### config.mk
export PLATFORM = sky130hd
export DESIGN_NAME = simd_alu
export DESIGN_NICKNAME = d
export VERILOG_FILES = /design/src/source/simd_alu_pkg.sv /design/src/source/simd_alu.sv /design/src/source/simd_result_sel.sv /design/src/source/simd_compare.sv /design/src/source/simd_arith.sv /design/src/source/simd_lane_adder.sv
export SDC_FILE = /design/constraint.sdc
export NUM_CORES = 1
export LEC_CHECK = 0
export ABC_CLOCK_PERIOD_IN_PS = 1550
export BUFFER_PORTS_ARGS = -buffer_cell sky130_fd_sc_hd__buf_2
export CORE_ASPECT_RATIO = 1.75
export CORE_MARGIN = 1
export CORE_UTILIZATION = 53
export CTS_CLUSTER_DIAMETER = 100
export DETAILED_ROUTE_END_ITERATION = 10
export PLACE_DENSITY = 0.76
export SETUP_SLACK_MARGIN = 0.02
export SLEW_MARGIN = 10
export SYNTH_ARGS = -nofsm -noshare
export SYNTH_HDL_FRONTEND = slang
export SYNTH_SLANG_ARGS = --single-unit
### constraint.sdc
create_clock -name clk_i -period 1.55 [get_ports clk_i]
set_input_delay 0.31 -clock clk_i [delete_from_list [all_inputs] [get_ports clk_i]]
set_output_delay 0.31 -clock clk_i [all_outputs]
set_load 0.05 [all_outputs]
### src/source/simd_alu_pkg.sv
////////////////////
// Shared definitions for the packed-SIMD ALU
// Widths, clamp constants, operation encodings and request/response structs
// Imported by every RTL module of the ALU
////////////////////
package simd_alu_pkg;

  localparam int unsigned DATA_W    = 32;
  localparam int unsigned LANE_W    = 8;
  localparam int unsigned NUM_BYTES = 4;

  // Signed clamp values per lane width
  localparam logic [7:0]  SAT_S8_MAX  = 8'h7f;
  localparam logic [7:0]  SAT_S8_MIN  = 8'h80;
  localparam logic [15:0] SAT_S16_MAX = 16'h7fff;
  localparam logic [15:0] SAT_S16_MIN = 16'h8000;
  localparam logic [31:0] SAT_S32_MAX = 32'h7fff_ffff;
  localparam logic [31:0] SAT_S32_MIN = 32'h8000_0000;

  // Unsigned byte clamp, wider lanes use all ones
  localparam logic [7:0]  SAT_U8_MAX  = 8'hff;

  typedef enum logic [1:0] {
    W8  = 2'd0,
    W16 = 2'd1,
    W32 = 2'd2
  } simd_width_e;

  typedef enum logic [4:0] {
    // Arithmetic path
    OP_ADD    = 5'd0,
    OP_SUB    = 5'd1,
    OP_KADD   = 5'd2,
    OP_UKADD  = 5'd3,
    OP_KSUB   = 5'd4,
    OP_UKSUB  = 5'd5,
    OP_RADD   = 5'd6,
    OP_URADD  = 5'd7,
    OP_RSUB   = 5'd8,
    OP_URSUB  = 5'd9,
    // Compare path
    OP_CMPEQ  = 5'd10,
    OP_SCMPLT = 5'd11,
    OP_SCMPLE = 5'd12,
    OP_UCMPLT = 5'd13,
    OP_UCMPLE = 5'd14,
    OP_SMIN   = 5'd15,
    OP_SMAX   = 5'd16,
    OP_UMIN   = 5'd17,
    OP_UMAX   = 5'd18
  } simd_op_e;

  typedef struct packed {
    simd_op_e          op;
    simd_width_e       width;
    logic [DATA_W-1:0] operand_a;
    logic [DATA_W-1:0] operand_b;
  } simd_req_t;

  typedef struct packed {
    logic [DATA_W-1:0] result;
    logic              ov;
  } simd_rsp_t;

  // Bit 8 of each entry is the carry or the sign-extended ninth bit
  typedef struct packed {
    logic [NUM_BYTES-1:0][LANE_W:0] lane;
  } simd_lane_sum_t;

  // One bit per byte, set where a byte is the top byte of its lane
  function automatic logic [NUM_BYTES-1:0] lane_top_mask(simd_width_e width);
    case (width)
      W8:      return 4'b1111;
      W16:     return 4'b1010;
      default: return 4'b1000;
    endcase
  endfunction

endpackage
### src/source/simd_alu.sv
////////////////////
// Packed-SIMD integer ALU, top level
// One request per cycle in, its response one cycle later
////////////////////
module simd_alu (
  input  logic                    clk_i,
  input  logic                    arst_n_i,
  input  logic                    valid_i,
  input  simd_alu_pkg::simd_req_t req_i,
  output logic                    valid_o,
  output simd_alu_pkg::simd_rsp_t rsp_o
);

  import simd_alu_pkg::*;

  logic [DATA_W-1:0] arith_result;
  logic              arith_ov;
  logic [DATA_W-1:0] cmp_result;

  // Both paths see the request in parallel
  simd_arith u_arith (
    .req_i    (req_i),
    .result_o (arith_result),
    .ov_o     (arith_ov)
  );

  simd_compare u_compare (
    .req_i    (req_i),
    .result_o (cmp_result)
  );

  simd_result_sel u_result_sel (
    .clk_i          (clk_i),
    .arst_n_i       (arst_n_i),
    .valid_i        (valid_i),
    .op_i           (req_i.op),
    .arith_result_i (arith_result),
    .cmp_result_i   (cmp_result),
    .arith_ov_i     (arith_ov),
    .valid_o        (valid_o),
    .rsp_o          (rsp_o)
  );

endmodule

### src/source/simd_result_sel.sv
////////////////////
// Result selector and output register of the SIMD ALU
// Picks the arithmetic or compare result and registers it with its valid
////////////////////
module simd_result_sel (
  input  logic                            clk_i,
  input  logic                            arst_n_i,
  input  logic                            valid_i,
  input  simd_alu_pkg::simd_op_e          op_i,
  input  logic [simd_alu_pkg::DATA_W-1:0] arith_result_i,
  input  logic [simd_alu_pkg::DATA_W-1:0] cmp_result_i,
  input  logic                            arith_ov_i,
  output logic                            valid_o,
  output simd_alu_pkg::simd_rsp_t         rsp_o
);

  import simd_alu_pkg::*;

  logic      is_arith;
  simd_rsp_t rsp_d;

  // Operation class
  always_comb begin
    case (op_i)
      OP_ADD, OP_SUB,
      OP_KADD, OP_UKADD,
      OP_KSUB, OP_UKSUB,
      OP_RADD, OP_URADD,
      OP_RSUB, OP_URSUB: is_arith = 1'b1;
      default:           is_arith = 1'b0;
    endcase
  end

  // ov is already zero outside the saturating ops
  always_comb begin
    rsp_d.result = is_arith ? arith_result_i : cmp_result_i;
    rsp_d.ov     = arith_ov_i;
  end

  ////////////////////
  // Output register
  ////////////////////
  always_ff @(posedge clk_i or negedge arst_n_i) begin
    if (!arst_n_i) begin
      valid_o <= 1'b0;
      rsp_o   <= '0;
    end else begin
      valid_o <= valid_i;
      // Response holds while no request arrives
      if (valid_i) begin
        rsp_o <= rsp_d;
      end
    end
  end

endmodule

### src/source/simd_compare.sv
////////////////////
// Compare path of the SIMD ALU
// Lane masks for compares and operand selection for min/max
////////////////////
module simd_compare (
  input  simd_alu_pkg::simd_req_t         req_i,
  output logic [simd_alu_pkg::DATA_W-1:0] result_o
);

  import simd_alu_pkg::*;

  logic                 cmp_signed;
  logic                 is_minmax;
  logic                 pick_a_on_lt;
  logic [NUM_BYTES-1:0] lane_top;
  logic [NUM_BYTES-1:0] byte_eq;
  logic [NUM_BYTES-1:0] byte_lt;
  logic [NUM_BYTES-1:0] lane_eq;
  logic [NUM_BYTES-1:0] lane_lt;
  logic [NUM_BYTES-1:0] lane_flag;

  assign lane_top = lane_top_mask(req_i.width);

  always_comb begin
    cmp_signed = 1'b0;
    case (req_i.op)
      OP_SCMPLT, OP_SCMPLE, OP_SMIN, OP_SMAX: cmp_signed = 1'b1;
      default:                                cmp_signed = 1'b0;
    endcase
  end

  ////////////////////
  // Byte compares
  ////////////////////
  always_comb begin
    logic [LANE_W-1:0] a_byte;
    logic [LANE_W-1:0] b_byte;
    for (int b = 0; b < NUM_BYTES; b++) begin
      a_byte     = req_i.operand_a[LANE_W*b +: LANE_W];
      b_byte     = req_i.operand_b[LANE_W*b +: LANE_W];
      byte_eq[b] = (a_byte == b_byte);
      // Sign matters only in the top byte of a lane
      if (lane_top[b] && cmp_signed) begin
        byte_lt[b] = $signed(a_byte) < $signed(b_byte);
      end else begin
        byte_lt[b] = a_byte < b_byte;
      end
    end
  end

  ////////////////////
  // Lane merge
  ////////////////////
  // Walk up from the low byte, higher bytes decide unless equal
  always_comb begin
    logic start;
    logic acc_eq;
    logic acc_lt;
    start  = 1'b1;
    acc_eq = 1'b0;
    acc_lt = 1'b0;
    for (int b = 0; b < NUM_BYTES; b++) begin
      if (start) begin
        acc_eq = byte_eq[b];
        acc_lt = byte_lt[b];
      end else begin
        acc_lt = byte_lt[b] | (byte_eq[b] & acc_lt);
        acc_eq = byte_eq[b] & acc_eq;
      end
      start      = lane_top[b];
      lane_eq[b] = acc_eq;
      lane_lt[b] = acc_lt;
    end
  end

  // Flag per op, then copy the top byte flag down the lane
  always_comb begin
    logic flag;
    flag = 1'b0;
    for (int b = NUM_BYTES - 1; b >= 0; b--) begin
      if (lane_top[b]) begin
        case (req_i.op)
          OP_CMPEQ:             flag = lane_eq[b];
          OP_SCMPLE, OP_UCMPLE: flag = lane_lt[b] | lane_eq[b];
          default:              flag = lane_lt[b];
        endcase
      end
      lane_flag[b] = flag;
    end
  end

  ////////////////////
  // Output select
  ////////////////////
  assign is_minmax    = (req_i.op inside {OP_SMIN, OP_SMAX, OP_UMIN, OP_UMAX});
  assign pick_a_on_lt = (req_i.op inside {OP_SMIN, OP_UMIN});

  always_comb begin
    result_o = '0;
    for (int b = 0; b < NUM_BYTES; b++) begin
      if (is_minmax) begin
        // Min keeps a when a < b, max keeps a when a >= b
        result_o[LANE_W*b +: LANE_W] = (lane_flag[b] == pick_a_on_lt)
                                       ? req_i.operand_a[LANE_W*b +: LANE_W]
                                       : req_i.operand_b[LANE_W*b +: LANE_W];
      end else if (req_i.op inside {OP_CMPEQ, OP_SCMPLT, OP_SCMPLE, OP_UCMPLT, OP_UCMPLE}) begin
        result_o[LANE_W*b +: LANE_W] = {LANE_W{lane_flag[b]}};
      end
    end
  end

endmodule

### src/source/simd_arith.sv
////////////////////
// Arithmetic path of the SIMD ALU
// Wrapping, saturating and halving add/sub per lane, purely combinational
////////////////////
module simd_arith (
  input  simd_alu_pkg::simd_req_t         req_i,
  output logic [simd_alu_pkg::DATA_W-1:0] result_o,
  output logic                            ov_o
);

  import simd_alu_pkg::*;

  ////////////////////
  // Decode
  ////////////////////
  logic is_sub;
  logic is_signed;
  logic is_sat;
  logic is_halve;

  always_comb begin
    is_sub    = 1'b0;
    is_signed = 1'b0;
    is_sat    = 1'b0;
    is_halve  = 1'b0;
    case (req_i.op)
      OP_SUB:   is_sub = 1'b1;
      OP_KADD:  begin is_signed = 1'b1; is_sat = 1'b1; end
      OP_UKADD: is_sat = 1'b1;
      OP_KSUB:  begin is_sub = 1'b1; is_signed = 1'b1; is_sat = 1'b1; end
      OP_UKSUB: begin is_sub = 1'b1; is_sat = 1'b1; end
      OP_RADD:  begin is_signed = 1'b1; is_halve = 1'b1; end
      OP_URADD: is_halve = 1'b1;
      OP_RSUB:  begin is_sub = 1'b1; is_signed = 1'b1; is_halve = 1'b1; end
      OP_URSUB: begin is_sub = 1'b1; is_halve = 1'b1; end
      default:  ;
    endcase
  end

  ////////////////////
  // Lane adder
  ////////////////////
  logic [DATA_W-1:0]    operand_b;
  logic [NUM_BYTES-1:0] lane_top;
  simd_lane_sum_t       sum;

  // Subtract as a + ~b + 1, the +1 enters at each lane start
  assign operand_b = is_sub ? ~req_i.operand_b : req_i.operand_b;
  assign lane_top  = lane_top_mask(req_i.width);

  simd_lane_adder u_lane_adder (
    .a_i        (req_i.operand_a),
    .b_i        (operand_b),
    .carry_in_i ({NUM_BYTES{is_sub}}),
    .width_i    (req_i.width),
    .signed_i   (is_signed),
    .sum_o      (sum)
  );

  ////////////////////
  // Lane results
  ////////////////////
  logic [DATA_W-1:0]    wrapped;
  logic [DATA_W-1:0]    halved;
  logic [DATA_W-1:0]    saturated;
  logic [DATA_W-1:0]    s_max;
  logic [DATA_W-1:0]    s_min;
  logic [DATA_W-1:0]    u_max;
  logic [NUM_BYTES-1:0] top9;
  logic [NUM_BYTES-1:0] byte_ovf;
  logic [NUM_BYTES-1:0] next_lsb;
  logic [NUM_BYTES-1:0] lane_clamp;
  logic [NUM_BYTES-1:0] lane_neg;
  logic [NUM_BYTES-1:0] sum_lsb;

  // Clamp patterns for the current lane width
  always_comb begin
    case (req_i.width)
      W8: begin
        s_max = {NUM_BYTES{SAT_S8_MAX}};
        s_min = {NUM_BYTES{SAT_S8_MIN}};
        u_max = {NUM_BYTES{SAT_U8_MAX}};
      end
      W16: begin
        s_max = {2{SAT_S16_MAX}};
        s_min = {2{SAT_S16_MIN}};
        u_max = '1;
      end
      default: begin
        s_max = SAT_S32_MAX;
        s_min = SAT_S32_MIN;
        u_max = '1;
      end
    endcase
  end

  always_comb begin
    for (int b = 0; b < NUM_BYTES; b++) begin
      wrapped[LANE_W*b +: LANE_W] = sum.lane[b][LANE_W-1:0];
      sum_lsb[b] = sum.lane[b][0];
      // Unsigned subtract carries an inverted borrow in bit 8
      top9[b] = sum.lane[b][LANE_W] ^ (is_sub & ~is_signed);
      if (is_signed) begin
        byte_ovf[b] = lane_top[b] & (top9[b] ^ sum.lane[b][LANE_W-1]);
      end else begin
        byte_ovf[b] = lane_top[b] & top9[b];
      end
    end
  end

  assign next_lsb = {1'b0, sum_lsb[NUM_BYTES-1:1]};

  // Shift right by one, lane top takes the ninth bit
  always_comb begin
    for (int b = 0; b < NUM_BYTES; b++) begin
      halved[LANE_W*b +: LANE_W] = {lane_top[b] ? top9[b] : next_lsb[b],
                                    sum.lane[b][LANE_W-1:1]};
    end
  end

  // Spread the top-byte overflow state down through each lane
  always_comb begin
    logic cl;
    logic neg;
    cl  = 1'b0;
    neg = 1'b0;
    for (int b = NUM_BYTES - 1; b >= 0; b--) begin
      if (lane_top[b]) begin
        cl  = byte_ovf[b];
        neg = top9[b];
      end
      lane_clamp[b] = cl;
      lane_neg[b]   = neg;
    end
  end

  always_comb begin
    for (int b = 0; b < NUM_BYTES; b++) begin
      if (!lane_clamp[b]) begin
        saturated[LANE_W*b +: LANE_W] = wrapped[LANE_W*b +: LANE_W];
      end else if (is_signed) begin
        saturated[LANE_W*b +: LANE_W] = lane_neg[b] ? s_min[LANE_W*b +: LANE_W]
                                                    : s_max[LANE_W*b +: LANE_W];
      end else begin
        // Unsigned underflow goes to zero
        saturated[LANE_W*b +: LANE_W] = is_sub ? '0 : u_max[LANE_W*b +: LANE_W];
      end
    end
  end

  assign result_o = is_halve ? halved : (is_sat ? saturated : wrapped);
  assign ov_o     = is_sat & (|byte_ovf);

endmodule

### src/source/simd_lane_adder.sv
////////////////////
// Byte-sliced adder for the SIMD arithmetic path
// Carries chain inside a lane and break at lane boundaries
////////////////////
module simd_lane_adder (
  input  logic [simd_alu_pkg::DATA_W-1:0]    a_i,
  input  logic [simd_alu_pkg::DATA_W-1:0]    b_i,
  input  logic [simd_alu_pkg::NUM_BYTES-1:0] carry_in_i,
  input  simd_alu_pkg::simd_width_e          width_i,
  input  logic                               signed_i,
  output simd_alu_pkg::simd_lane_sum_t       sum_o
);

  import simd_alu_pkg::*;

  logic [NUM_BYTES-1:0]           lane_top;
  logic [NUM_BYTES-1:0][LANE_W:0] sums;

  assign lane_top = lane_top_mask(width_i);

  for (genvar b = 0; b < NUM_BYTES; b++) begin : g_byte
    logic [LANE_W-1:0] a_byte;
    logic [LANE_W-1:0] b_byte;
    logic              ext_a;
    logic              ext_b;
    logic              cin;

    assign a_byte = a_i[LANE_W*b +: LANE_W];
    assign b_byte = b_i[LANE_W*b +: LANE_W];

    // Only the top byte of a signed lane is sign extended
    assign ext_a = signed_i & lane_top[b] & a_byte[LANE_W-1];
    assign ext_b = signed_i & lane_top[b] & b_byte[LANE_W-1];

    if (b == 0) begin : g_first
      assign cin = carry_in_i[0];
    end else begin : g_chain
      // Lane boundary below takes the external carry, else chain
      assign cin = lane_top[b-1] ? carry_in_i[b] : sums[b-1][LANE_W];
    end

    assign sums[b] = {ext_a, a_byte} + {ext_b, b_byte} + {{LANE_W{1'b0}}, cin};
  end

  assign sum_o.lane = sums;

endmodule

# Yosys cells after proc, flatten, opt, wreduce, memory -nomap -nowiden

Memory sizes are Yosys's and may differ from the RTL's.
Cells that the tools add are included.

Bits in registers: 34
ROM bits: 16
Input bits: 74
Output and inout port bits: 34
Word-level logic and storage cells: 181
Memories: 1

Add/subtract/negate cells: 8
Magnitude comparators: 8
Eq/ne operators: 27
Muxes and demuxes: 74
Bitwise gates (word level): 45
Reduce and logical (&&, ||, !) cells: 15

Memories:

| memory          | depth | bits a word | rd ports | clocked after memory_dff | write ports | line                  | RTL |
|---|---|---|---|---|---|---|---|
| (no name shown) | 16    | 1           | 1        | 0                        | 0           | simd_result_sel.sv:24 | `case (op_i)` |

Operators by type and width:

| cell               | count |
|---|---|
| $mux 8             | 25 |
| $mux 32            | 4 |
| $pmux 24 s2        | 2 |
| $lt 8x8->1         | 8 |
| $eq 5x4->1 const B | 8 |
| $mux 1             | 38 |
| $add 9x1->9        | 4 |
| $add 9x9->9        | 4 |
| $eq 8x8->1         | 4 |
| $not 32->32        | 1 |
| $and 1x1->1        | 25 |
| $eq 5x3->1 const B | 4 |
| $reduce_or 4->1    | 5 |
| $eq 5x5->1 const B | 3 |
| $eq 5x2->1 const B | 2 |
| $pmux 1 s2         | 4 |
| $xor 1x1->1        | 8 |
| $or 1x1->1         | 7 |
| $pmux 3 s2         | 1 |
| $eq 5x1->1 const B | 1 |
| $reduce_bool 5->1  | 1 |
| $reduce_or 5->1    | 1 |
| $eq 1x1->1         | 4 |
| $reduce_bool 4->1  | 1 |
| 9 further kinds    | 12 |

# Longest topological paths before layout

Gate-level depths: netlist of run 1.

Depth after elaboration: 25
Mapped depth: 42
Depth with buffers taken out: 39

# Cells and area by module

A second synthesis of run 1 with hierarchy kept.

Cell total of the unflattened synthesis: 756
Area total of the unflattened synthesis: 6303.5 sq um

Modules (own cells, without submodules):

| module          | times used | cells an instance | area each (sq um) | seq. area each (sq um) |
|---|---|---|---|---|
| simd_compare    | 1          | 296               | 2084.5            | 0.0 |
| simd_result_sel | 1          | 111               | 1493.9            | 850.8 |
| simd_lane_adder | 1          | 174               | 1411.4            | 0.0 |
| simd_arith      | 1          | 175               | 1313.8            | 0.0 |

# Least setup slack after synthesis of run 1

OpenSTA, ideal clock, no wires.

Path kind: input port to flip-flop
Start: input port req_i[69] (netlist name)
End: register, netlist name u_result_sel.rsp_o[4]
Library setup time: 0.087 ns
Data arrival time: 8.974 ns
Data required time: 1.463 ns
Path slack: -7.511 ns
Stages on the path: 40
Path buffers: 3
Path through: buf_6 > a211o_2 > nor2_4 > clkbuf_1 > clkbuf_1 > xnor2_1 > ha_1 > nor2b_1 > o21a_1 > o41ai_2 > nor2_1 > a21oi_1 > fa_1 > fa_1 > nor2b_1 > o2111ai_1 > a31oi_1 > o31ai_1 > [4 not listed] > nand2b_1 > a21boi_0 > a21oi_1 > nand2_1 > o21ai_0 > fa_1 > fa_1 > a21oi_1 > nor2_1 > a211o_1 > o31ai_1 > xnor2_1 > xnor2_1 > and2_4 > a222oi_1 > nor3_2 > a31o_1 > a211oi_2

Longest elaborated chain between the ends: 25
Elaborated cells between the ends (all ways): 128
Those cells by class: 8 x add/sub; 19 x eq/ne; 47 x mux; 40 x bitwise; 13 x reduce/logical; 1 x memory

RTL lines:

| what                                                                | line                                                           | RTL |
|---|---|---|
| start, declared                                                     | simd_alu.sv:9                                                  | `input simd_alu_pkg::simd_req_t req_i,` |
| $eq 5x1->1 (tied with other cells)                                  | simd_arith.sv:26                                               | `case (req_i.op)` |
| $reduce_or 5->1 (no line) / $reduce_or 4->1 (equally long branches) | n/a                                                            |  |
| $mux 1                                                              | simd_arith.sv:26                                               |  |
| $mux 32 / $and 1x1->1 (equally long branches)                       | simd_arith.sv:48, simd_lane_adder.sv:32, simd_lane_adder.sv:33 |  |
| $and 1x1->1 (on tied branches)                                      | simd_lane_adder.sv:33, simd_lane_adder.sv:32                   |  |
| $add 9x9->9                                                         | simd_lane_adder.sv:42                                          | `assign sums[b] = {ext_a, a_byte} + {ext_b, b_byte} + {{LANE_W{1'b0}}, cin};` |
| $add 9x1->9                                                         | simd_lane_adder.sv:42                                          |  |
| $mux 1                                                              | simd_lane_adder.sv:39                                          | `assign cin = lane_top[b-1] ? carry_in_i[b] : sums[b-1][LANE_W];` |
| [5 not listed]                                                      | n/a                                                            |  |
| $xor 1x1->1                                                         | simd_arith.sv:102                                              | `top9[b] = sum.lane[b][LANE_W] ^ (is_sub & ~is_signed);` |
| $xor 1x1->1                                                         | simd_arith.sv:104                                              | `byte_ovf[b] = lane_top[b] & (top9[b] ^ sum.lane[b][LANE_W-1]);` |
| $and 1x1->1                                                         | simd_arith.sv:104                                              |  |
| $mux 1                                                              | simd_arith.sv:103                                              | `if (is_signed) begin` |
| $mux 1 (4 in series)                                                | simd_arith.sv:128                                              | `if (lane_top[b]) begin` |
| $mux 8                                                              | simd_arith.sv:139                                              | `if (!lane_clamp[b]) begin` |
| $mux 32 (2 in series)                                               | simd_arith.sv:151                                              | `assign result_o = is_halve ? halved : (is_sat ? saturated : wrapped);` |
| $mux 32 (*)                                                         | simd_result_sel.sv:36                                          | `rsp_d.result = is_arith ? arith_result_i : cmp_result_i;` |

Every way passes the cells marked *; elsewhere a longest branch is shown, timed or not.
A chain may end at the register's enable or synchronous reset.

# Final worst setup path of run 1

Start: input port req_i[69] (netlist name)
End: register, netlist name u_result_sel.rsp_o[14]

Longest elaborated chain between the ends: 24
Elaborated cells between the ends (all ways): 118
Those cells by class: 8 x add/sub; 19 x eq/ne; 42 x mux; 35 x bitwise; 13 x reduce/logical; 1 x memory

RTL lines:

| what                                                                | line |
|---|---|
| $eq 5x1->1 (tied with other cells)                                  | simd_arith.sv:26 |
| $reduce_or 5->1 (no line) / $reduce_or 4->1 (equally long branches) | n/a |
| $mux 1                                                              | simd_arith.sv:26 |
| $mux 32 / $and 1x1->1 (equally long branches)                       | simd_arith.sv:48, simd_lane_adder.sv:32, simd_lane_adder.sv:33 |
| $and 1x1->1 (on tied branches)                                      | simd_lane_adder.sv:33, simd_lane_adder.sv:32 |
| $add 9x9->9                                                         | simd_lane_adder.sv:42 |
| $add 9x1->9                                                         | simd_lane_adder.sv:42 |
| $mux 1                                                              | simd_lane_adder.sv:39 |
| [5 not listed]                                                      | n/a |
| $xor 1x1->1                                                         | simd_arith.sv:102 |
| $xor 1x1->1                                                         | simd_arith.sv:104 |
| $and 1x1->1                                                         | simd_arith.sv:104 |
| $mux 1                                                              | simd_arith.sv:103 |
| $mux 1 (3 in series)                                                | simd_arith.sv:128 |
| $mux 8                                                              | simd_arith.sv:139 |
| $mux 32 (2 in series)                                               | simd_arith.sv:151 |
| $mux 32 (*)                                                         | simd_result_sel.sv:36 |

Marked as above.

==> flow_metrics.py, run 1 <==
metrics = {
    "clocking": {
        "cts_tree": "built",
        "path_clk_slew_ns": 0.07,
        "cts_buffer_depth": 2,
        "h-tree-depth": 2,
        "clock_latency_ns": 0.29,
        "numCtsBuffers": 5,
        "cts_root_buf": "clkbuf_16",
        "cts_sinks": 34,
    },
    "yosys": {
        "synth_top_area_cell": "dfrtp_1",
        "yosysUniqueCellTypes": 82,
        "synthFlopType": "dfrtp_1",
        "yosys-top-cells-area": "dfrtp_1 14%, ha_1 13%, xnor2_1 8.3%, o21ai_0 5.5%, mux2i_1 5.2%",
        "yosysSeqAreaShare": 0.142,
        "ys_warn_count": 0,
        "synth_cells": 760,
        "ys_async_sr_fraction": 1.00,
        "postSynthAreaPerCell_um2": 7.88,
        "synth-edff-count": 0,
        "syn_nets": 901,
        "yosys_register_bits": 34,
        "synth_top_area_share": 0.142,
        "synth.cell_area_um2": 5990,
    },
    "critical_path": {
        "ff2ff_setup_slack_ns": 0.41,
        "regToRegEndpoint": "u_result_sel.rsp_o[1]",
        "cp_common_cell": "fa_2",
        "worstPathRequired_ns": 1.77,
        "slowest_stage": "fa_2",
        "timing.rr.start": "u_result_sel.rsp_o[1]",
        "start_kind": "input pin",
        "r2r_cells": 3,
        "cpPeakStageDelay_ns": 0.38,
        "crit_path_end_kind": "register",
        "worstPathMaxFanout": 5,
        "worstSetupPathType": "input pin to register",
        "cp.arrival_ns": 8.07,
    },
    "status": {
        "outcome": "complete, but fails checks",
        "violations": "setup timing",
    },
    "floorplan": {
        "ios": 108,
        "die_w_um": 82.4,
        "rows": 51,
        "core_um2": 11000,
        "die_y_um": 143,
        "die_area_um2": 11800,
        "start_util": 0.543,
    },
    "hold_path": {
        "whs_endpoint": "u_result_sel.valid_o",
        "min_from": "valid_i",
        "hold_depth": 2,
        "holdCritPathClass": "input pin to register",
    },
    "global_route": {
        "grt_max_degree": 28,
        "grt_pass1_wl_mm": 38.8,
        "grt_use_total": 0.444,
        "first_global_vias": 8028,
        "overflow": 0,
        "antenna_found_initial": 1,
    },
    "final_layout": {
        "multi_input_area_um2": 5280,
        "final_net_count": 1267,
        "n_fill_cell": 612,
        "design_area_um2": 9470,
        "drive_gt1_frac": 0.459,
        "syn_to_final_growth_pct": 58.0,
        "diodes": 0,
        "regArea_um2": 851,
    },
    "sta": {
        "holdWs_ns": 0.447,
        "rsz0062_at_grt": "true",
        "clock.fmax_mhz": 127,
        "finalSetupTns_ns": -203.13,
        "maxSlewHeadroom": 0.375,
        "final_max_slew_viol_count": 0,
        "hold_viol_final": 0,
        "fin_ws_ns": -6.29,
        "worst_pin_slew_ns": 0.929,
        "setup_viol": 33,
        "period_share": 5.06,
        "clock_skew_ns": 0,
        "layout_min_cycle_time_ns": 7.84,
    },
    "detailed_routing": {
        "finalWirelength_mm": 26.7,
        "wl_met3_mm": 1.95,
        "drtIter0Drc": 571,
        "wirelength_met1_mm": 8.56,
        "wl_per_cell_um": 21.2,
        "ant_nets": 0,
        "drt_first_pass_iters": 5,
        "vias": 8035,
        "drt-vias-per-instance": 6.38,
        "wl_met2_mm": 13.4,
        "drc": 0,
        "topRoutingLayerUsed": "met4",
    },
    "place": {
        "gp_congestion": 0.973,
        "place_hpwl_mm": 18.7,
        "placed_cell_area_um2": 8610,
        "numPortBuffers": 107,
    },
    "pwr": {
        "net-switching-power_mw": 3.55,
        "p_leak_nw": 4.60,
        "p_per_area_nw_per_um2": 813,
        "p_int_mw": 4.15,
        "peakVddDrop_mv": 0.655,
        "clkPwrFrac": 0.142,
        "p_comb_frac": 0.711,
        "p_sw_frac": 0.461,
        "pwr-share-seq": 0.147,
    },
    "run": {
        "drv_cap": 0,
    },
}
[Yosys cell counts (all sizes together), types with 8 or more instances]
cell and n:
clkbuf 21, nor2b 16, xor2 12, inv 45, nand3 14, o21ai 69, nand2 43, nor3 27
a21oi 58, nor2 68, dfrtp 34, o21a 17, buf 12, nand2b 10, o31a 8, a211oi 13
ha 60, mux2i 31, xnor2 61, a21o 14
[critical path, delay by kind of cell]
family | cells | cell delay (ns)
XOR/XNOR | 3 | 0.39
AO/OA/AOI/OAI | 18 | 3.53
buffers and inverters | 2 | 0.23
AND/OR/NAND/NOR | 11 | 1.53
adder cells (fa/ha/maj) | 7 | 2.08
[cell usage in the layout, fill, tap and decap left out, types with 7 or more instances in the layout]
master	n
a211oi_2	7
dfrtp_1	34
xnor2_2	7
buf_12	7
a21o_1	14
nand2_1	41
o31a_1	8
o21ai_0	53
inv_1	45
nand3_1	13
a21oi_2	18
o221a_2	7
xnor2_1	52
o21ai_2	9
ha_1	60
o21a_1	17
nor3_1	17
nand2b_1	10
or3_1	7
mux2i_1	30
nand4_1	7
nor2_1	62
buf_2	105
buf_4	260
fa_2	7
xor2_1	11
buf_6	18
nor2b_1	14
a21oi_1	39
[power groups by stage]
stage | Sequential (mW) | Clock (mW) | Combinational (mW)
global route | 1.14 | 1.13 | 5.76
floorplan | 1.67 | 0 | 2.27
detailed placement | 1.14 | 0 | 4.60
finish | 1.13 | 1.10 | 5.47
CTS | 1.12 | 1.10 | 5.02
global placement | 1.13 | 0 | 4.47
[what timing repair did]
item	in CTS	in global routing
pin swaps	41	24
hold endpoints to repair	15	0
hold buffers	1	0
setup buffers	46	11
resized for setup	58	37
cloned	0	0
setup endpoints to repair	33	33
[routing by layer]
| metal | track usage | vias up |
|---|---|---|
| li1 | - | 3527 |
| met1 | 0.426 | 3783 |
| met2 | 0.784 | 515 |
| met3 | 0.0709 | 210 |
| met4 | 0.392 | 0 |
| met5 | 0 | - |
[registers in the layout (all words and copies together), names as in the netlist]
register              count
u_result_sel.rsp_o       33
u_result_sel.valid_o      1
[through the flow]
stage          power [mW]  cells  setup slack (ns)   util
2_1_floorplan        3.94    760             -6.78      -
3_3_place_gp         5.60   1211             -6.49  0.780
3_5_place_dp         5.74   1211             -6.77  0.780
4_1_cts              7.24   1251             -6.08  0.837
5_1_grt              8.03   1259             -6.66  0.857
6_report             7.70   1259             -6.29  0.857
[logic make-up after synthesis]
group                    share of synthesized area
AO/OA/AOI/OAI                                0.281
XOR/XNOR                                     0.119
adder cells (fa/ha/maj)                      0.149
buffers and inverters                       0.0555
flip-flops                                   0.142
multiplexers                                0.0555
AND/OR/NAND/NOR                              0.198
[how the worst max path moves through the flow]
stage	startpoint	end	slack [ns]
global route	req_i[69]	u_result_sel.rsp_o[8]	-6.66
global placement	req_i[69]	u_result_sel.rsp_o[1]	-6.49
CTS	req_i[69]	u_result_sel.rsp_o[8]	-6.08
finish	req_i[69]	u_result_sel.rsp_o[14]	-6.29
floorplan	req_i[69]	u_result_sel.rsp_o[5]	-6.78
detailed placement	req_i[69]	u_result_sel.rsp_o[5]	-6.77
[area by class of cell]
type / count / area share
inverter: 45 / 0.0178
clock inverter: 2 / 0.00132
tap: 132 / 0.0174
multi-input combinational: 648 / 0.558
clock buffer: 6 / 0.0147
timing repair buffer: 392 / 0.301
sequential: 34 / 0.0899
(Power assumes the default switching activity.)
==> run 2, diff against run 1 <==
ABC_CLOCK_PERIOD_IN_PS = 7000   (was 1550)
GPL_TIMING_DRIVEN = 0   (was unset)
PLACE_DENSITY = 0.79   (was 0.76)
clock period = 7 ns   (was 1.55 ns; I/O delays follow)
==> run 2 against run 1 <==
  * The flow finishes with violations (DRC, setup timing)
  * Sequential power decreased by 78%
  * Global-route usage decreased by 5.7 points
  * First-iteration DRC count decreased by 6.5%
  * Power decreased by 81%
  * Sequential share of layout area increased by 2.1 points
  * Combinational power decreased by 83%
  * Final cell count decreased by 17%
  * Design area decreased by 19%
  * Via count decreased by 16%
  * Non-clock buffer count decreased by 209
  * Register-to-register slack improved by 5.5 ns
  * Worst hold slack improved by 0.057 ns
  * Critical endpoint is now u_result_sel.rsp_o[8]
  * Highest routed layer unchanged
==> flow_metrics.py, run 2 (synthesized netlist as in run 1, its figures left out) <==
metrics = {
    "status": {
        "outcome": "complete, but fails checks",
        "violations": "DRC, setup timing",
    },
    "final_layout": {
        "top_register": "u_result_sel.rsp_o",
        "layout_commonest_cell": "buf_2",
        "largest_reg_flops": 33,
        "final_net_count": 1058,
        "mostFrequentLayoutCells": "104 x buf_2, 64 x nor2_1, 60 x ha_1, 57 x o21ai_0, 53 x xnor2_1",
        "instances_no_fill": 1050,
        "syn_to_final_growth_pct": 28.2,
        "top_regs": "u_result_sel.rsp_o (33), u_result_sel.valid_o (1)",
        "drive_gt1_frac": 0.289,
        "diodes": 0,
    },
    "floorplan": {
        "core_um2": 11000,
        "die_area_um2": 11800,
        "start_util": 0.543,
        "die_w_um": 82.4,
        "rows": 51,
        "die_y_um": 143,
        "ios": 108,
    },
    "detailed_routing": {
        "drt-vias-per-instance": 6.43,
        "ant_nets": 0,
        "drc": 1,
        "drt_first_pass_iters": 10,
        "wl_met3_mm": 1.41,
        "drtIter0Drc": 534,
        "finalWirelength_mm": 21.9,
        "wirelength_met1_mm": 7.40,
        "topRoutingLayerUsed": "met4",
        "wl_per_cell_um": 20.8,
        "vias": 6755,
        "wl_met2_mm": 10.9,
    },
    "critical_path": {
        "cp.arrival_ns": 9.63,
        "start_kind": "input pin",
        "crit_path_end_kind": "register",
        "timing.rr.start": "u_result_sel.rsp_o[5]",
        "cp_common_cell": "fa_2",
        "cpPeakStageDelay_ns": 0.38,
        "worstPathMaxFanout": 14,
        "slowest_stage": "fa_2",
        "r2r_cells": 3,
        "crit_start": "req_i[70]",
        "worstSetupPathType": "input pin to register",
        "worstPathRequired_ns": 7.24,
    },
    "sta": {
        "layout_min_cycle_time_ns": 9.39,
        "period_share": 1.34,
        "clock.fmax_mhz": 106,
        "fin_ws_ns": -2.39,
        "hold_viol_final": 0,
        "maxSlewHeadroom": 0.187,
        "setup_viol": 33,
        "clock_skew_ns": 0,
        "final_max_slew_viol_count": 0,
        "worst_pin_slew_ns": 1.22,
        "rsz0062_at_grt": "true",
    },
    "global_route": {
        "overflow": 0,
        "first_global_vias": 6857,
        "antenna_found_initial": 0,
        "grt_pass1_wl_mm": 33.8,
        "grt_max_degree": 35,
        "grt_use_total": 0.387,
    },
    "clocking": {
        "cts_tree": "built",
        "cts_sinks": 34,
        "clock_latency_ns": 0.30,
        "path_clk_slew_ns": 0.06,
        "h-tree-depth": 2,
        "cts_root_buf": "clkbuf_16",
        "numCtsBuffers": 5,
        "cts_buffer_depth": 2,
    },
    "pwr": {
        "p_int_uw": 814,
        "pwr-share-seq": 0.168,
        "peakVddDrop_mv": 0.126,
        "p_per_area_nw_per_um2": 195,
        "p_leak_nw": 3.49,
        "clkPwrFrac": 0.203,
        "net-switching-power_uw": 687,
        "p_sw_frac": 0.458,
        "p_comb_frac": 0.630,
    },
    "hold_path": {
        "holdCritPathClass": "register to register",
        "min_from": "u_result_sel.rsp_o[12]",
        "hold_depth": 1,
    },
    "place": {
        "pre_cts_slack_ns": -4.07,
        "numPortBuffers": 106,
        "place_inst": 998,
        "gp_congestion": 1.03,
        "place_hpwl_mm": 16.1,
    },
    "run": {
        "drv_cap": 0,
    },
}
==> run 2: final timing paths <==
kind                                          end  slack [ns]
hold reg to reg            u_result_sel.rsp_o[12]        0.50
setup / recovery            u_result_sel.rsp_o[8]       -2.39
setup reg to reg            u_result_sel.rsp_o[5]        5.91
min in group asynchronous    u_result_sel.valid_o        1.21
hold / removal             u_result_sel.rsp_o[12]        0.50
max in group asynchronous   u_result_sel.rsp_o[0]        5.23
==> run 2: critical path: cells and delay by family <==
| kind | cells | cell delay [ns] |
|---|---|---|
| XOR/XNOR | 3 | 0.35 |
| buffers and inverters | 4 | 0.67 |
| AND/OR/NAND/NOR | 9 | 0.86 |
| AO/OA/AOI/OAI | 20 | 4.21 |
| adder cells (fa/ha/maj) | 7 | 2.14 |
==> run 2: metal layers <==
| metal | vias up | track usage |
|---|---|---|
| met1 | 3164 | 0.380 |
| met3 | 145 | 0.0971 |
| met5 | - | 0 |
| met2 | 348 | 0.651 |
| li1 | 3098 | - |
| met4 | 0 | 0.340 |
==> run 2: cell type report <==
type	count	area, um^2
Inverter	45	169
Multi-Input combinational cell	648	5160
Clock inverter	3	68.8
Buffer	29	173
Fill cell	915	3360
Timing Repair Buffer	154	968
Sequential cell	34	851
Tap cell	132	165
Clock buffer	5	125
==> run 2: power groups by stage <==
| stage | combinational [mW] | clock, mW | sequential [mW] |
|---|---|---|---|
| floorplan | 0.503 | 0 | 0.369 |
| global placement | 0.815 | 0 | 0.253 |
| detailed placement | 0.824 | 0 | 0.253 |
| CTS | 0.905 | 0.300 | 0.251 |
| global route | 1.01 | 0.309 | 0.255 |
| finish | 0.945 | 0.304 | 0.252 |
==> run 2: timing repair <==
action | CTS | global route
resized for setup | 55 | 8
pin swaps | 52 | 32
endpoints found under the setup margin | 33 | 33
hold buffers | 0 | 0
setup buffers | 40 | 8
==> run 2: stage by stage <==
stage,setup TNS [ns],utilization,hold WS (ns),total power [mW],area (um^2)
after global routing,-82.76,0.696,0.523,1.58,7680
after global placement,-113.43,0.622,0.496,1.07,6870
after floorplan,-68.38,-,0.774,0.873,6170
after detailed placement,-116.15,0.622,0.492,1.08,6870
final,-72.28,0.696,0.504,1.50,7680
after CTS,-69.24,0.687,0.505,1.46,7580
==> run 3, diff against run 2 <==
CAP_MARGIN = 0   (was unset)
PLACE_DENSITY = 0.88   (was 0.79)
==> run 3 against run 2 <==
  * The run ends with setup timing left
  * First-iteration DRC count grew 39%
  * Power grew 6.2%
  * Clock power grew 1%
  * Critical endpoint is now u_result_sel.rsp_o[1]
  * Largest power group unchanged
==> flow_metrics.py, run 3 (synthesized netlist as in run 1, its figures left out) <==
metrics = {
    "floorplan": {
        "ios": 108,
        "core_um2": 11000,
        "die_y_um": 143,
        "die_w_um": 82.4,
        "start_util": 0.543,
        "die_area_um2": 11800,
        "rows": 51,
    },
    "place": {
        "pre_cts_slack_ns": -3.83,
        "gp_congestion": 0.997,
        "numPortBuffers": 106,
        "place_inst": 998,
        "place_hpwl_mm": 15.6,
    },
    "critical_path": {
        "crit_buf_inv": 4,
        "cp.arrival_ns": 9.73,
        "worstPathRequired_ns": 7.18,
        "start_kind": "input pin",
        "slowest_stage": "fa_2",
        "cp_common_cell": "fa_2",
        "worstPathMaxFanout": 6,
        "crit_family": "compound AO/OA/AOI/OAI gates",
        "worstSetupPathType": "input pin to register",
        "crit_path_end_kind": "register",
        "cpPeakStageDelay_ns": 0.38,
    },
    "hold_path": {
        "holdCritPathClass": "register to register",
    },
    "final_layout": {
        "final_net_count": 1068,
        "drive_gt1_frac": 0.322,
        "top_regs": "u_result_sel.rsp_o (33), u_result_sel.valid_o (1)",
        "largest_reg_flops": 33,
        "instances_no_fill": 1061,
        "syn_to_final_growth_pct": 33.7,
        "layout_commonest_cell": "buf_2",
        "top_register": "u_result_sel.rsp_o",
        "mostFrequentLayoutCells": "104 x buf_2, 63 x nor2_1, 60 x ha_1, 54 x o21ai_0, 53 x xnor2_1",
    },
    "sta": {
        "worst_pin_slew_ns": 1.21,
        "hold_viol_final": 0,
        "clock.fmax_mhz": 105,
        "setup_viol": 33,
        "layout_min_cycle_time_ns": 9.55,
        "rsz0062_at_grt": "true",
        "fin_ws_ns": -2.55,
        "maxSlewHeadroom": 0.193,
        "clock_skew_ns": 0,
        "final_max_slew_viol_count": 0,
        "period_share": 1.36,
    },
    "detailed_routing": {
        "drc": 0,
        "finalWirelength_mm": 23.6,
        "vias": 7279,
        "drt-vias-per-instance": 6.86,
        "drtIter0Drc": 740,
        "wl_per_cell_um": 22.3,
        "drt_first_pass_iters": 7,
        "ant_nets": 0,
    },
    "clocking": {
        "clock_latency_ns": 0.29,
        "cts_tree": "built",
        "cts_root_buf": "clkbuf_16",
        "ctsHoldBuffers": 0,
        "cts_buffer_depth": 2,
        "h-tree-depth": 2,
        "numCtsBuffers": 5,
        "path_clk_slew_ns": 0.07,
        "cts_sinks": 34,
    },
    "pwr": {
        "clkPwrFrac": 0.193,
        "p_int_uw": 848,
        "p_comb_frac": 0.648,
        "pwr-share-seq": 0.159,
        "p_sw_frac": 0.468,
        "net-switching-power_uw": 746,
        "peakVddDrop_mv": 0.128,
        "p_leak_nw": 3.60,
        "p_per_area_nw_per_um2": 199,
    },
    "global_route": {
        "overflow": 0,
        "antenna_found_initial": 1,
        "grt_max_degree": 35,
        "grt_use_total": 0.389,
        "first_global_vias": 6942,
        "grt_pass1_wl_mm": 34.1,
    },
    "status": {
        "violations": "setup timing",
        "outcome": "complete, but fails checks",
    },
    "run": {
        "drv_cap": 0,
    },
}
run 3: final cells by class:
type                    instances  area (um^2)
diodes                          1         2.50
plain buffers                  29          176
clock buffers                   5          125
clock inverters                 3         68.8
fillers                       766         3030
inverters                      45          169
multi-input cells             648         5370
flip-flops and latches         34          851
well taps                     132          165
repair buffers                164         1080
run 3: timing repair:
item,4_1_cts,5_1_grt
buffers inserted,42,17
setup endpoints to repair,33,33
resized for setup,63,46
pin swaps,52,56
run 3: per-stage QoR:
step / hold slack, ns / cell area (um^2) / setup TNS, ns / total power, mW / util
after floorplan: 0.774 / 6170 / -68.38 / 0.873 / -
after global placement: 0.489 / 6870 / -108.19 / 1.05 / 0.622
after detailed placement: 0.492 / 6870 / -111.84 / 1.07 / 0.622
after CTS: 0.505 / 7640 / -66.81 / 1.47 / 0.693
after global routing: 0.519 / 8010 / -85.61 / 1.66 / 0.726
final: 0.503 / 8010 / -77.40 / 1.59 / 0.726
run 3: worst paths after layout:
kind / from / end / depth (start not counted) / slack, ns
max: req_i[69] / u_result_sel.rsp_o[1] / 43 / -2.55
min: u_result_sel.rsp_o[10] / u_result_sel.rsp_o[10] / 1 / 0.50
max reg2reg: u_result_sel.rsp_o[1] / u_result_sel.rsp_o[1] / 3 / 5.82
min reg2reg: u_result_sel.rsp_o[10] / u_result_sel.rsp_o[10] / 1 / 0.50
max in group asynchronous: arst_n_i / u_result_sel.rsp_o[10] / 1 / 5.24
min in group asynchronous: arst_n_i / u_result_sel.rsp_o[6] / 1 / 1.21
run 3: power groups by stage:
stage	sequential, mW	clock [mW]	combinational [mW]
2_1_floorplan	0.369	0	0.503
3_3_place_gp	0.254	0	0.799
3_5_place_dp	0.255	0	0.814
4_1_cts	0.251	0.304	0.912
5_1_grt	0.256	0.320	1.09
6_report	0.254	0.308	1.03
run 3: metal layers:
layer	GRT usage	wire length [um]
met5	0	0
met4	0.353	2490
met3	0.0652	1730
met2	0.632	11400
met1	0.415	8020
